<file path="src/design/panel_pkg.sv">
// LED panel shared definitions.
// Panel geometry, brightness timing, APB address map and common vector types.
`default_nettype none

package panel_pkg;

    // Panel geometry.
    localparam int PANEL_COLS = 8;
    localparam int PANEL_ROWS = 4;
    localparam int PIXEL_COUNT = PANEL_COLS * PANEL_ROWS;

    // Bits per pixel, one bit plane per bit.
    localparam int BRIGHTNESS_LEVELS = 4;
    // Output-enable cycles of plane 0, doubled for each higher plane.
    localparam int BRIGHTNESS_BASE_TIMEOUT = 4;
    // Remaining cycles at or below which the next plane may be shifted.
    localparam int BRIGHTNESS_STATE_TIMEOUT_OVERLAP = 10;
    // Wide enough for the base timeout shifted by the top plane index.
    localparam int TIMEOUT_WIDTH_BITS = $clog2(BRIGHTNESS_BASE_TIMEOUT) + BRIGHTNESS_LEVELS;

    // APB word address of the control register.
    localparam int CTRL_ADDR = 32;

    typedef logic [BRIGHTNESS_LEVELS-1:0]          pixel_t;
    typedef logic [BRIGHTNESS_LEVELS-1:0]          plane_mask_t;
    typedef logic [$clog2(BRIGHTNESS_LEVELS)-1:0]  plane_index_t;
    typedef logic [$clog2(PANEL_ROWS)-1:0]         row_addr_t;
    typedef logic [$clog2(PANEL_COLS)-1:0]         col_addr_t;
    typedef logic [$clog2(PIXEL_COUNT)-1:0]        pix_addr_t;
    typedef logic [5:0]                            apb_addr_t;
    typedef logic [TIMEOUT_WIDTH_BITS-1:0]         timeout_t;

    // Row scanner states.
    typedef enum logic [2:0] {
        scan_idle,
        scan_wait_overlap,
        scan_shift_low,
        scan_shift_high,
        scan_wait_oe,
        scan_latch
    } scan_state_t;

endpackage

`default_nettype wire

</file>
<file path="src/design/plane_if.sv">
// Scanner to brightness timer link.
// Carries the displayed plane, the latch pulse and the output-enable status.
`timescale 1ns/1ps
`default_nettype none

interface plane_if (
    input logic clk_in,
    input logic rst_n
);
    import panel_pkg::*;

    // One-hot mask of the plane just latched.
    plane_mask_t plane_mask;
    // High for the single latch cycle.
    logic        row_latch;
    // High while the LEDs of the latched plane are lit.
    logic        output_enable;
    // High while too much of the window is left to start shifting.
    logic        exceeded_overlap_time;

    modport scanner (
        input  clk_in, rst_n,
        output plane_mask, row_latch,
        input  output_enable, exceeded_overlap_time
    );

    modport timer (
        input  clk_in, rst_n,
        input  plane_mask, row_latch,
        output output_enable, exceeded_overlap_time
    );

endinterface

`default_nettype wire

</file>
<file path="src/design/timeout.sv">
// Retriggerable down-counter.
// Loads a value on a rising start edge and counts down to zero.
`timescale 1ns/1ps
`default_nettype none

module timeout (
    input  logic                clk_in,
    input  logic                rst_n,
    input  logic                start,
    input  panel_pkg::timeout_t value,
    output panel_pkg::timeout_t counter,
    output logic                running
);
    import panel_pkg::*;

    logic start_q;
    logic start_edge;

    // Rising edge of start, one cycle wide.
    assign start_edge = start & ~start_q;

    always_ff @(posedge clk_in) begin
        if (!rst_n) begin
            // Start held high through reset must not fire a load.
            start_q <= 1'b1;
            counter <= '0;
        end else begin
            start_q <= start;
            if (start_edge) begin
                // A new edge reloads even while still counting.
                counter <= value;
            end else if (counter != '0) begin
                counter <= counter - timeout_t'(1);
            end
        end
    end

    // Running for exactly value cycles after the load.
    assign running = (counter != '0);

endmodule

`default_nettype wire

</file>
<file path="src/design/brightness_timeout.sv">
// Brightness timer for binary-coded modulation.
// Turns the one-hot plane mask into a weighted output-enable window
// and flags when the window is close enough to its end for overlap.
`timescale 1ns/1ps
`default_nettype none

module brightness_timeout (
    input logic    clk_in,
    input logic    rst_n,
    plane_if.timer plane
);
    import panel_pkg::*;

    plane_index_t plane_index;
    logic         one_hot;
    logic         latch_released;
    timeout_t     plane_timeout;
    timeout_t     remaining;

    // Priority encoder, lowest set bit wins.
    always_comb begin
        plane_index = '0;
        for (int i = BRIGHTNESS_LEVELS - 1; i >= 0; i--) begin
            if (plane.plane_mask[i]) begin
                plane_index = plane_index_t'(i);
            end
        end
    end

    // Only a clean one-hot mask selects a weighted window.
    assign one_hot = ($countones(plane.plane_mask) == 1);

    // Plane k is lit for base << k cycles.
    // A corrupt mask falls back to the shortest possible window.
    assign plane_timeout = one_hot ?
                           (timeout_t'(BRIGHTNESS_BASE_TIMEOUT) << plane_index) :
                           timeout_t'(1);

    // Window starts when the latch pulse ends.
    assign latch_released = ~plane.row_latch;

    timeout i_oe_timer (
        .clk_in  (clk_in),
        .rst_n   (rst_n),
        .start   (latch_released),
        .value   (plane_timeout),
        .counter (remaining),
        .running (plane.output_enable)
    );

    // Shifting of the next plane waits until the remaining count drops
    // to the overlap threshold.
    assign plane.exceeded_overlap_time =
        (remaining > timeout_t'(BRIGHTNESS_STATE_TIMEOUT_OVERLAP));

endmodule

`default_nettype wire

</file>
<file path="src/design/pixel_store.sv">
// APB frame store.
// Holds one intensity per pixel and the scan-enable control bit,
// with an asynchronous read port for the row scanner.
`timescale 1ns/1ps
`default_nettype none

module pixel_store (
    input  logic                 clk_in,
    input  logic                 rst_n,
    input  panel_pkg::apb_addr_t paddr,
    input  logic                 psel,
    input  logic                 penable,
    input  logic                 pwrite,
    input  logic [31:0]          pwdata,
    output logic [31:0]          prdata,
    output logic                 pready,
    output logic                 pslverr,
    input  panel_pkg::pix_addr_t pix_addr,
    output panel_pkg::pixel_t    pixel,
    output logic                 scan_enable
);
    import panel_pkg::*;

    pixel_t frame [PIXEL_COUNT];

    logic access;
    logic write_en;
    logic read_en;
    logic pix_hit;
    logic ctrl_hit;

    // Transfers complete in the access phase only.
    assign access   = psel & penable;
    assign write_en = access & pwrite;
    assign read_en  = access & ~pwrite;

    // Address decode.
    assign pix_hit  = (paddr < apb_addr_t'(PIXEL_COUNT));
    assign ctrl_hit = (paddr == apb_addr_t'(CTRL_ADDR));

    // No wait states.
    assign pready = 1'b1;

    // Anything outside the pixel range and the control word is an error.
    assign pslverr = access & ~(pix_hit | ctrl_hit);

    // Frame and control writes.
    always_ff @(posedge clk_in) begin
        if (!rst_n) begin
            scan_enable <= 1'b0;
            for (int i = 0; i < PIXEL_COUNT; i++) begin
                frame[i] <= '0;
            end
        end else if (write_en) begin
            if (pix_hit) begin
                frame[pix_addr_t'(paddr)] <= pwdata[BRIGHTNESS_LEVELS-1:0];
            end
            if (ctrl_hit) begin
                scan_enable <= pwdata[0];
            end
        end
    end

    // Read data, valid in the access cycle.
    // Error reads and idle cycles return zero.
    always_comb begin
        prdata = '0;
        if (read_en) begin
            if (pix_hit) begin
                prdata[BRIGHTNESS_LEVELS-1:0] = frame[pix_addr_t'(paddr)];
            end else if (ctrl_hit) begin
                prdata[0] = scan_enable;
            end
        end
    end

    // Scanner read port.
    assign pixel = frame[pix_addr];

endmodule

`default_nettype wire

</file>
<file path="src/design/row_scanner.sv">
// Row scanner for the LED panel.
// Shifts each bit plane of each row out column by column, latches it
// and paces itself on the brightness timer so shifting overlaps the window.
`timescale 1ns/1ps
`default_nettype none

module row_scanner (
    input  logic                 clk_in,
    input  logic                 rst_n,
    input  logic                 scan_enable,
    output panel_pkg::pix_addr_t pix_addr,
    input  panel_pkg::pixel_t    pixel,
    output panel_pkg::row_addr_t row_addr,
    output logic                 data,
    output logic                 shift_clk,
    output logic                 latch,
    plane_if.scanner             plane
);
    import panel_pkg::*;

    scan_state_t state;
    scan_state_t state_next;

    // Column, plane and row of the data being shifted in.
    col_addr_t   col;
    plane_mask_t shift_mask;
    row_addr_t   shift_row;

    // Set by a latch until its window has been seen to start.
    logic        oe_pending;
    logic        window_started;
    logic        shifting;

    // The timer loads one cycle after the latch ends, so its flags
    // are stale until output enable has been seen.
    assign window_started = ~oe_pending | plane.output_enable;

    always_comb begin
        state_next = state;
        case (state)
            scan_idle: begin
                if (scan_enable) begin
                    state_next = scan_wait_overlap;
                end
            end
            scan_wait_overlap: begin
                if (!scan_enable) begin
                    state_next = scan_idle;
                end else if (window_started && !plane.exceeded_overlap_time) begin
                    state_next = scan_shift_low;
                end
            end
            scan_shift_low: begin
                state_next = scan_shift_high;
            end
            scan_shift_high: begin
                state_next = (col == '0) ? scan_wait_oe : scan_shift_low;
            end
            scan_wait_oe: begin
                // Never latch over lit LEDs.
                // A disable drops the shifted plane.
                if (!plane.output_enable) begin
                    state_next = scan_enable ? scan_latch : scan_idle;
                end
            end
            scan_latch: begin
                state_next = scan_wait_overlap;
            end
            default: begin
                state_next = scan_idle;
            end
        endcase
    end

    always_ff @(posedge clk_in) begin
        if (!rst_n) begin
            state            <= scan_idle;
            col              <= col_addr_t'(PANEL_COLS - 1);
            shift_mask       <= plane_mask_t'(1);
            shift_row        <= '0;
            row_addr         <= '0;
            plane.plane_mask <= plane_mask_t'(1);
            oe_pending       <= 1'b0;
        end else begin
            state <= state_next;
            if (plane.output_enable) begin
                oe_pending <= 1'b0;
            end
            case (state)
                scan_shift_high: begin
                    // Column 7 goes out first.
                    if (col == '0) begin
                        col <= col_addr_t'(PANEL_COLS - 1);
                    end else begin
                        col <= col - col_addr_t'(1);
                    end
                end
                scan_wait_oe: begin
                    // Displayed row and plane change only at the latch.
                    if (state_next == scan_latch) begin
                        row_addr         <= shift_row;
                        plane.plane_mask <= shift_mask;
                    end
                end
                scan_latch: begin
                    oe_pending <= 1'b1;
                    // Next plane; after the top plane move on to the next row.
                    shift_mask <= {shift_mask[BRIGHTNESS_LEVELS-2:0],
                                   shift_mask[BRIGHTNESS_LEVELS-1]};
                    if (shift_mask[BRIGHTNESS_LEVELS-1]) begin
                        if (shift_row == row_addr_t'(PANEL_ROWS - 1)) begin
                            shift_row <= '0;
                        end else begin
                            shift_row <= shift_row + row_addr_t'(1);
                        end
                    end
                end
                default: begin
                end
            endcase
        end
    end

    // Frame store index of the column being shifted.
    assign pix_addr = pix_addr_t'(shift_row * PANEL_COLS + col);

    // Two cycles per bit, data stable across the rising shift clock.
    assign shifting  = (state == scan_shift_low) || (state == scan_shift_high);
    assign data      = shifting & |(pixel & shift_mask);
    assign shift_clk = (state == scan_shift_high);

    // Single-cycle latch, also the timer start.
    assign latch           = (state == scan_latch);
    assign plane.row_latch = latch;

endmodule

`default_nettype wire

</file>
<file path="src/design/led_panel_driver.sv">
// HUB75-style LED panel driver top level.
// APB frame store, row scanner and brightness timer wired to the panel pins.
`timescale 1ns/1ps
`default_nettype none

module led_panel_driver (
    input  logic                 clk_in,
    input  logic                 rst_n,
    // APB slave port.
    input  panel_pkg::apb_addr_t paddr,
    input  logic                 psel,
    input  logic                 penable,
    input  logic                 pwrite,
    input  logic [31:0]          pwdata,
    output logic [31:0]          prdata,
    output logic                 pready,
    output logic                 pslverr,
    // Panel pins.
    output panel_pkg::row_addr_t row_addr,
    output logic                 data,
    output logic                 shift_clk,
    output logic                 latch,
    output logic                 output_enable
);
    import panel_pkg::*;

    pix_addr_t pix_addr;
    pixel_t    pixel;
    logic      scan_enable;

    // Scanner to timer link.
    plane_if plane_bus (
        .clk_in (clk_in),
        .rst_n  (rst_n)
    );

    pixel_store i_store (
        .clk_in      (clk_in),
        .rst_n       (rst_n),
        .paddr       (paddr),
        .psel        (psel),
        .penable     (penable),
        .pwrite      (pwrite),
        .pwdata      (pwdata),
        .prdata      (prdata),
        .pready      (pready),
        .pslverr     (pslverr),
        .pix_addr    (pix_addr),
        .pixel       (pixel),
        .scan_enable (scan_enable)
    );

    row_scanner i_scanner (
        .clk_in      (clk_in),
        .rst_n       (rst_n),
        .scan_enable (scan_enable),
        .pix_addr    (pix_addr),
        .pixel       (pixel),
        .row_addr    (row_addr),
        .data        (data),
        .shift_clk   (shift_clk),
        .latch       (latch),
        .plane       (plane_bus.scanner)
    );

    brightness_timeout i_timer (
        .clk_in (clk_in),
        .rst_n  (rst_n),
        .plane  (plane_bus.timer)
    );

    // Window from the timer drives the panel enable pin.
    assign output_enable = plane_bus.output_enable;

endmodule

`default_nettype wire

</file>
<file path="config.mk">
export PLATFORM = sky130hd
export DESIGN_NAME = led_panel_driver
export DESIGN_NICKNAME = d
export VERILOG_FILES = /design/src/design/panel_pkg.sv /design/src/design/plane_if.sv /design/src/design/timeout.sv /design/src/design/brightness_timeout.sv /design/src/design/pixel_store.sv /design/src/design/row_scanner.sv /design/src/design/led_panel_driver.sv
export SDC_FILE = /design/constraint.sdc
export NUM_CORES = 1
export LEC_CHECK = 0
export ABC_AREA = 1
export BUFFER_PORTS_ARGS = -buffer_cell sky130_fd_sc_hd__buf_2
export CELL_PAD_IN_SITES_DETAIL_PLACEMENT = 1
export CELL_PAD_IN_SITES_GLOBAL_PLACEMENT = 1
export CORE_ASPECT_RATIO = 0.75
export CORE_UTILIZATION = 45
export CTS_BUF_LIST = sky130_fd_sc_hd__clkbuf_4 sky130_fd_sc_hd__clkbuf_8 sky130_fd_sc_hd__clkbuf_16
export CTS_CLUSTER_SIZE = 14
export DETAILED_ROUTE_END_ITERATION = 7
export GPL_TIMING_DRIVEN = 0
export PLACE_DENSITY_LB_ADDON = 0.1
export REMOVE_ABC_BUFFERS = 1
export SYNTH_ARGS = -nofsm -noshare
export SYNTH_HDL_FRONTEND = slang
export SYNTH_SLANG_ARGS = --single-unit
</file>
<file path="constraint.sdc">
create_clock -name clk_in -period 2.6 [get_ports clk_in]
set_input_delay 0.26 -clock clk_in [delete_from_list [all_inputs] [get_ports clk_in]]
set_output_delay 0.26 -clock clk_in [all_outputs]
set_load 0.005 [all_outputs]
</file>
# --- Word-level counts from Yosys, hierarchy flattened ---
# Memories as Yosys holds them, arrays and structs flattened.
# Index checks and enable logic that the tools add are counted.
classes:
  n_addsub: 7
  n_lt_le_gt_ge: 2
  eq_ne: 9
  shifts: 1
  muxes: 30
  bitwise: 14
  n_reduce_logical: 13
op_table:
  columns: ["operator", "n"]
  rows:
  - ["adder 32 bit", 1]
  - ["equality test 32 x 2 -> 1 bit, second input constant", 1]
  - ["2-to-1 mux 3 bit", 8]
  - ["2-to-1 mux 6 bit", 3]
  - ["one-hot mux 3 bit (6 select lines)", 1]
  - ["2-to-1 mux 1 bit", 10]
  - ["2-to-1 mux 2 bit", 5]
  - ["equality test 3 bit, second input constant", 3]
  - ["2-to-1 mux 4 bit", 2]
  - ["OR reduction 4 bit", 2]
  - ["bitwise AND 1 bit", 6]
  - ["equality test 3 x 2 -> 1 bit, second input constant", 2]
  - ["equality test 6 bit, second input constant", 1]
  - ["greater-than comparator 6 x 4 -> 1 bit, second input constant", 1]
  - ["zero test 3 bit", 2]
  - ["< comparator 6 bit, second input constant", 1]
  - ["AND reduction 2 bit", 3]
  - ["nonzero test 6 bit", 1]
  - ["<< shifter 3 x 2 -> 6 bit, first input constant", 1]
  - ["subtractor 6 x 1 -> 6 bit, second input constant", 1]
  - ["adder 5 x 3 -> 5 bit", 1]
  - ["2-to-1 mux 5 bit", 1]
  - ["NOT 1 bit", 5]
  - ["adder 1 x 1 -> 2 bit", 2]
  - ["other kinds (10)", 12]
word_totals:
  ff_bits: 27
  mem_bits_rw: 128
  inputBits: 43
  output_inout_bits: 40
  wordCells: 87
  memories: 1
mem_list:
  columns: ["memory", "words", "word_bits", "rd", "rd_clocked_by_memory_dff", "write_ports", "line", "source"]
  rows:
  - ["i_store.frame", 32, 4, 2, 0, 32, "pixel_store.sv:24", "pixel_t frame [PIXEL_COUNT];"]

# --- Longest topological paths before layout ---
depth:
  ltp_word: 8
  mapped_depth: 13
  depth_no_buf: 11

# --- Cells and area by module ---
# Synthesis repeated with hierarchy kept, for this count alone.
hier_totals:
  cells_unflattened: 1247
  area_unflattened_um2: 9183.8
modules_own_cells:
  columns: ["module", "instances", "cells_each", "area_each_um2", "seq_area_each_um2"]
  rows:
  - ["pixel_store", 1, 1020, 7639.8, 3863.7]
  - ["row_scanner", 1, 121, 902.1, 380.4]
  - ["timeout", 1, 69, 441.7, 140.1]
  - ["brightness_timeout", 1, 37, 200.2, 0.0]

# --- Worst setup path before layout ---
# OpenSTA, ideal clock, no wires.
synth_path:
  kind: "register to register"
  startpoint: "register i_scanner.plane.plane_mask[2]"
  endpoint: "register i_timer.i_oe_timer.counter[4]"
  setup_time_ns: 0.064
  arrival_time_ns: 1.881
  required_time_ns: 2.536
  path_slack_ns: 0.654
  path_stages_with_launch: 10
  n_path_buf: 0
  period_less_slack_ns: 1.946
  cell_sequence: "dfxtp_1 inv_1 ha_1 ha_1 fa_1 nor3b_1 nand2_1 o32ai_1 inv_1 nor2_1"
synth_via:
  elab_chain_cells: 6
  elab_cells_between_ends: 9
synth_rtl:
  columns: ["element", "line", "source"]
  rows:
  - ["start, declared", "plane_if.sv:23", "output plane_mask, row_latch,"]
  - ["start signal, assigned", "row_scanner.sv:82", "plane.plane_mask <= plane_mask_t'(1);"]
  - ["start signal, assigned", "row_scanner.sv:102", "plane.plane_mask <= shift_mask;"]
  - ["parallel branches: the longest is 4 deep, another holds adder 32 bit", null, null]
  - ["2-to-1 mux 6 bit (*)", "brightness_timeout.sv:35", "assign plane_timeout = one_hot ?"]
  - ["2-to-1 mux 6 bit (*)", "timeout.sv:29", "if (start_edge) begin"]
  - ["end signal, assigned", "timeout.sv:31", "counter <= value;"]
  - ["end signal, assigned", "timeout.sv:33", "counter <= counter - timeout_t'(1);"]
  - ["end, declared", "timeout.sv:11", "output panel_pkg::timeout_t counter,"]
# Every way passes the cells marked *.
# A chain may end at the register's enable or synchronous reset.

# --- Worst setup path in the final report ---
layout_path:
  startpoint: "register i_scanner.col[0]"
  endpoint: "output port data"
layout_via:
  elab_chain_cells: 5
layout_rtl:
  columns: ["element", "line", "source"]
  rows:
  - ["start, declared", "row_scanner.sv:25", "col_addr_t col;"]
  - ["start signal, assigned", "row_scanner.sv:78", "col <= col_addr_t'(PANEL_COLS - 1);"]
  - ["start signal, assigned", "row_scanner.sv:93", "col <= col_addr_t'(PANEL_COLS - 1);"]
  - ["start signal, assigned", "row_scanner.sv:95", "col <= col - col_addr_t'(1);"]
  - ["adder 5 x 3 -> 5 bit", "row_scanner.sv:125", "assign pix_addr = pix_addr_t'(shift_row * PANEL_COLS + col);"]
  - ["memory read (32 x 4 bit)", null, null]
  - ["bitwise AND 4 bit", "row_scanner.sv:129", "assign data = shifting & |(pixel & shift_mask);"]
  - ["OR reduction 4 bit", "row_scanner.sv:129", null]
  - ["bitwise AND 1 bit", "row_scanner.sv:129", null]
  - ["end, declared", "led_panel_driver.sv:20", "output logic data,"]
# No other way between the ends.

==> impl_metrics.env <==
export IMPL_outcome="finished clean"
export IMPL_rsz0062_at_grt="yes"
export IMPL_drt_iter0_drc=683
export IMPL_async_reset_ff_share_pct=0
export IMPL_pre_cts_ws_ns=-0.8404
export IMPL_cp_arrival_ns=2.29
export IMPL_cts_buffers=17
export IMPL_ys_ff_latch=155
export IMPL_hp_class="primary input to flip-flop"
export IMPL_root_buffer="clkbuf_16"
export IMPL_p_sw_mw=1.705
export IMPL_end_kind="output port"
export IMPL_peakVddDrop_mv=0.3172
export IMPL_synthFlopType="edfxtp_1"
export IMPL_gr_total_overflow=0
export IMPL_synth_top_family_by_area="simple AND/OR/NAND/NOR gates"
export IMPL_sequentialPowerShare_pct=45.7
export IMPL_fillers=2201
export IMPL_synth_largest_area_cell="edfxtp_1"
export IMPL_clk_pin_slew_ns=0.07
export IMPL_die_w_um=160.5
export IMPL_cpMostUsedCell="nand2_1"
export IMPL_final_hold_viol_count=0
export IMPL_yosysTopAreaCellShare_pct=45.35
export IMPL_cts_tree="done"
export IMPL_fin_crit_ns=2.555
export IMPL_synth_compound_area_share_pct=9.787
export IMPL_synthTopCellsByArea="edfxtp_1 45%, nand2_1 13%, nand3_1 7.0%"
export IMPL_leakagePower_nw=3.965
export IMPL_fmax_ghz=0.3914
export IMPL_path_buf_inv=4
export IMPL_yosysWarningCount=0
export IMPL_synth_fa_ha_area_share_pct=1.712
export IMPL_fp_dieArea_um2=19390
export IMPL_die_h_um=120.9
export IMPL_hold_ws_ns=0.09790
export IMPL_avgRoutedWirePerCell_um=21.79
export IMPL_insertion_delay_ns=0.44
export IMPL_dr_total_vias=7378
export IMPL_ioPinCount=83
export IMPL_period_share_pct=98.26
export IMPL_power_mw=6.406
export IMPL_netlist_area_um2=8476
export IMPL_grt_max_degree=52
export IMPL_place_congestion=0.8296
export IMPL_cts_htree_levels=4
export IMPL_intPower_mw=4.700
export IMPL_synth_cell_type_count=32
export IMPL_coreArea_um2=18450
export IMPL_synthCells=1016
export IMPL_slew_violations=0
export IMPL_swShare_pct=26.62
export IMPL_grt_total_usage_pct=28.97
export IMPL_antenna_left=0
export IMPL_syn_avg_cell_area_um2=8.342
export IMPL_crit_family="simple AND/OR/NAND/NOR gates"
export IMPL_port_buffer_count=25
export IMPL_initial_utilization_pct=45.93
export IMPL_grt_pass1_wl_um=41480
export IMPL_core_rowCount=43
export IMPL_finClkSkew_ns=0.007923
export IMPL_worst_slack_ns=0.04521
export IMPL_synth_xor_area_share_pct=0.5167
export IMPL_antenna_found_initial=0
export IMPL_synth_mux_area_share_pct=0
export IMPL_yosysSeqAreaShare_pct=51.73
export IMPL_finalSetupViolCount=0
export IMPL_pwr_share_comb_pct=11.9
export IMPL_cts_hold_buffers_added=0
export IMPL_worst_path_max_delay_cell="dfxtp_4"
export IMPL_drt_total_wl_um=28020
export IMPL_start_kind="flip-flop"
export IMPL_timing_setup_tns_ns=0
export IMPL_synth_edf_count=128
export IMPL_slew_headroom_pct=28.22
export IMPL_drtPass1Iterations=5
export IMPL_route_detailed_drc=0
export IMPL_grt_pass1_vias=7049
export IMPL_cp_required_ns=2.34
export IMPL_insertedDiodeCount=0
export IMPL_synthTopCellsByCount="294 x nand2_1, 152 x nor2_1, 128 x edfxtp_1"
export IMPL_crit_path_max_incr_delay_ns=0.41
export IMPL_cts_max_path_buffers=2
export IMPL_crit_type="flip-flop to output port"
export IMPL_cp_cell_sequence="buf_12 -> clkinv_16 -> buf_16 -> nand2_1 -> nand3_1 -> nand3_2 -> nand2_2 -> nand2_1 -> nand3_2 -> nand3_1 -> nand2_1 -> nor2_2 -> nor2_1 -> buf_2"
export IMPL_cts_sinks=155
export IMPL_yosys_area_share_simple_pct=28.80
export IMPL_nets=1080
export IMPL_routed_via_density=5.737
export IMPL_crit_fanout=19
export IMPL_areaGrowthSynthToFinish_pct=14.47
export IMPL_yosysMostFrequentCell="nand2_1"
export IMPL_power_density_nw_per_um2=660.3
export IMPL_worstMarginPinSlew_ns=1.068
export IMPL_hpwlAfterDp_um=17630
export IMPL_maxCapViolCount=0
export IMPL_clockPowerShare_pct=42.4
export IMPL_drive_above_1_share_pct=10.97
==> sequential cells by signal, indices dropped and copies added (netlist names) <==
name                        flops
i_scanner.shift_row             2
i_store.frame                 128
i_timer.i_oe_timer.start_q      1
i_scanner.state                 3
i_scanner.col                   3
i_timer.i_oe_timer.counter      6
i_scanner.row_addr              2
i_scanner.shift_mask            4
i_scanner.oe_pending            1
i_scanner.plane.plane_mask      4
i_store.scan_enable             1
==> worst reg2reg max path, stage by stage, from the launching register on <==
cell and delay [ns]:
dfxtp_1 0.38, inv_1 0.09, ha_1 0.29, ha_1 0.20
fa_1 0.44, nor3b_1 0.25, nand2_1 0.15, o32ai_1 0.25
inv_1 0.06, nor2_1 0.08
==> final cells by class <==
cell class / instances / area [µm²] / share of cell area (%)
clock buffers: 18 / 432.9 / 4.462
clock inverters: 14 / 195.2 / 2.012
inverters: 44 / 202.7 / 2.089
multi-input cells: 761 / 3654 / 37.66
flip-flops and latches: 155 / 4395 / 45.31
well taps: 247 / 309.0 / 3.185
repair buffers: 45 / 494.2 / 5.094
repair inverters: 2 / 18.77 / 0.1934
==> per-stage QoR <==
stage / cell area [µm²] / std cells / utilization, %
2_1_floorplan: 8118 / 959 / -
4_1_cts: 9384 / 1274 / 50.85
3_5_place_dp: 8670 / 1236 / 46.98
5_1_grt: 9702 / 1286 / 52.57
3_3_place_gp: 8552 / 1231 / 46.34
6_report: 9702 / 1286 / 52.57
==> power by group through the flow <==
| stage | Sequential (mW) | Clock (mW) | Combinational (mW) |
|---|---|---|---|
| after CTS | 2.93 | 2.73 | 0.729 |
| after global placement | 2.98 | 0 | 0.695 |
| after global routing | 2.94 | 2.82 | 0.844 |
| after floorplan | 2.95 | 0 | 0.490 |
| final | 2.93 | 2.72 | 0.761 |
| after detailed placement | 2.98 | 0 | 0.724 |
==> cell families after synthesis <==
family	after synthesis
simple gates	592
flops	155
buf+inv	128
compound gates	123
fa+ha+maj	11
xor+xnor	5
other cells	2
==> final timing paths <==
kind / startpoint / to / slack (ns) / depth (start not counted)
worst max-delay path: i_scanner.col[0] / data / 0.05 / 14
worst min-delay path: pwdata[0] / i_store.scan_enable / 0.1 / 3
worst max register to register: i_scanner.plane.plane_mask[3] / i_timer.i_oe_timer.counter[4] / 0.36 / 9
worst min register to register: i_scanner.oe_pending / i_scanner.oe_pending / 0.47 / 2
==> routing by layer <==
layer	GRT usage (%)	vias to the layer above	share of wire, %	routed length (µm)
met5	0	-	0	0
met4	7.083	0	1.2	325
met3	6.528	33	6.5	1827
met2	44.99	250	45	12730
met1	40.97	3657	47	13140
li1	-	3438	-	-
==> what timing repair did <==
action / 4_1_cts / 5_1_grt
buffers inserted: 5 / 5
pin swaps: 0 / 1
gates cloned: 1 / 4
resized for setup: 14 / 29
endpoints found under the setup margin: 205 / 4
==> cell usage in the layout, fill, tap and decap left out, drive strengths merged <==
master | netlist | final
inv | 42 | 39
clkinvlp | 0 | 6
nor3b | 1 | 1
nand4 | 4 | 4
o211ai | 4 | 4
nor2 | 157 | 158
o32ai | 1 | 1
dfxtp | 27 | 27
a32oi | 1 | 1
a21oi | 25 | 25
ha | 10 | 10
a22oi | 65 | 65
a22o | 3 | 3
nor4 | 2 | 2
buf | 59 | 42
o21ai | 15 | 15
fa | 1 | 1
conb | 2 | 29
bufinv | 0 | 4
clkbuf | 25 | 21
a21o | 3 | 3
xor2 | 5 | 5
a21boi | 6 | 6
nand2 | 294 | 294
clkinv | 2 | 11
nor3 | 15 | 15
edfxtp | 128 | 128
nand3 | 119 | 119
(Power assumes the default switching activity.)
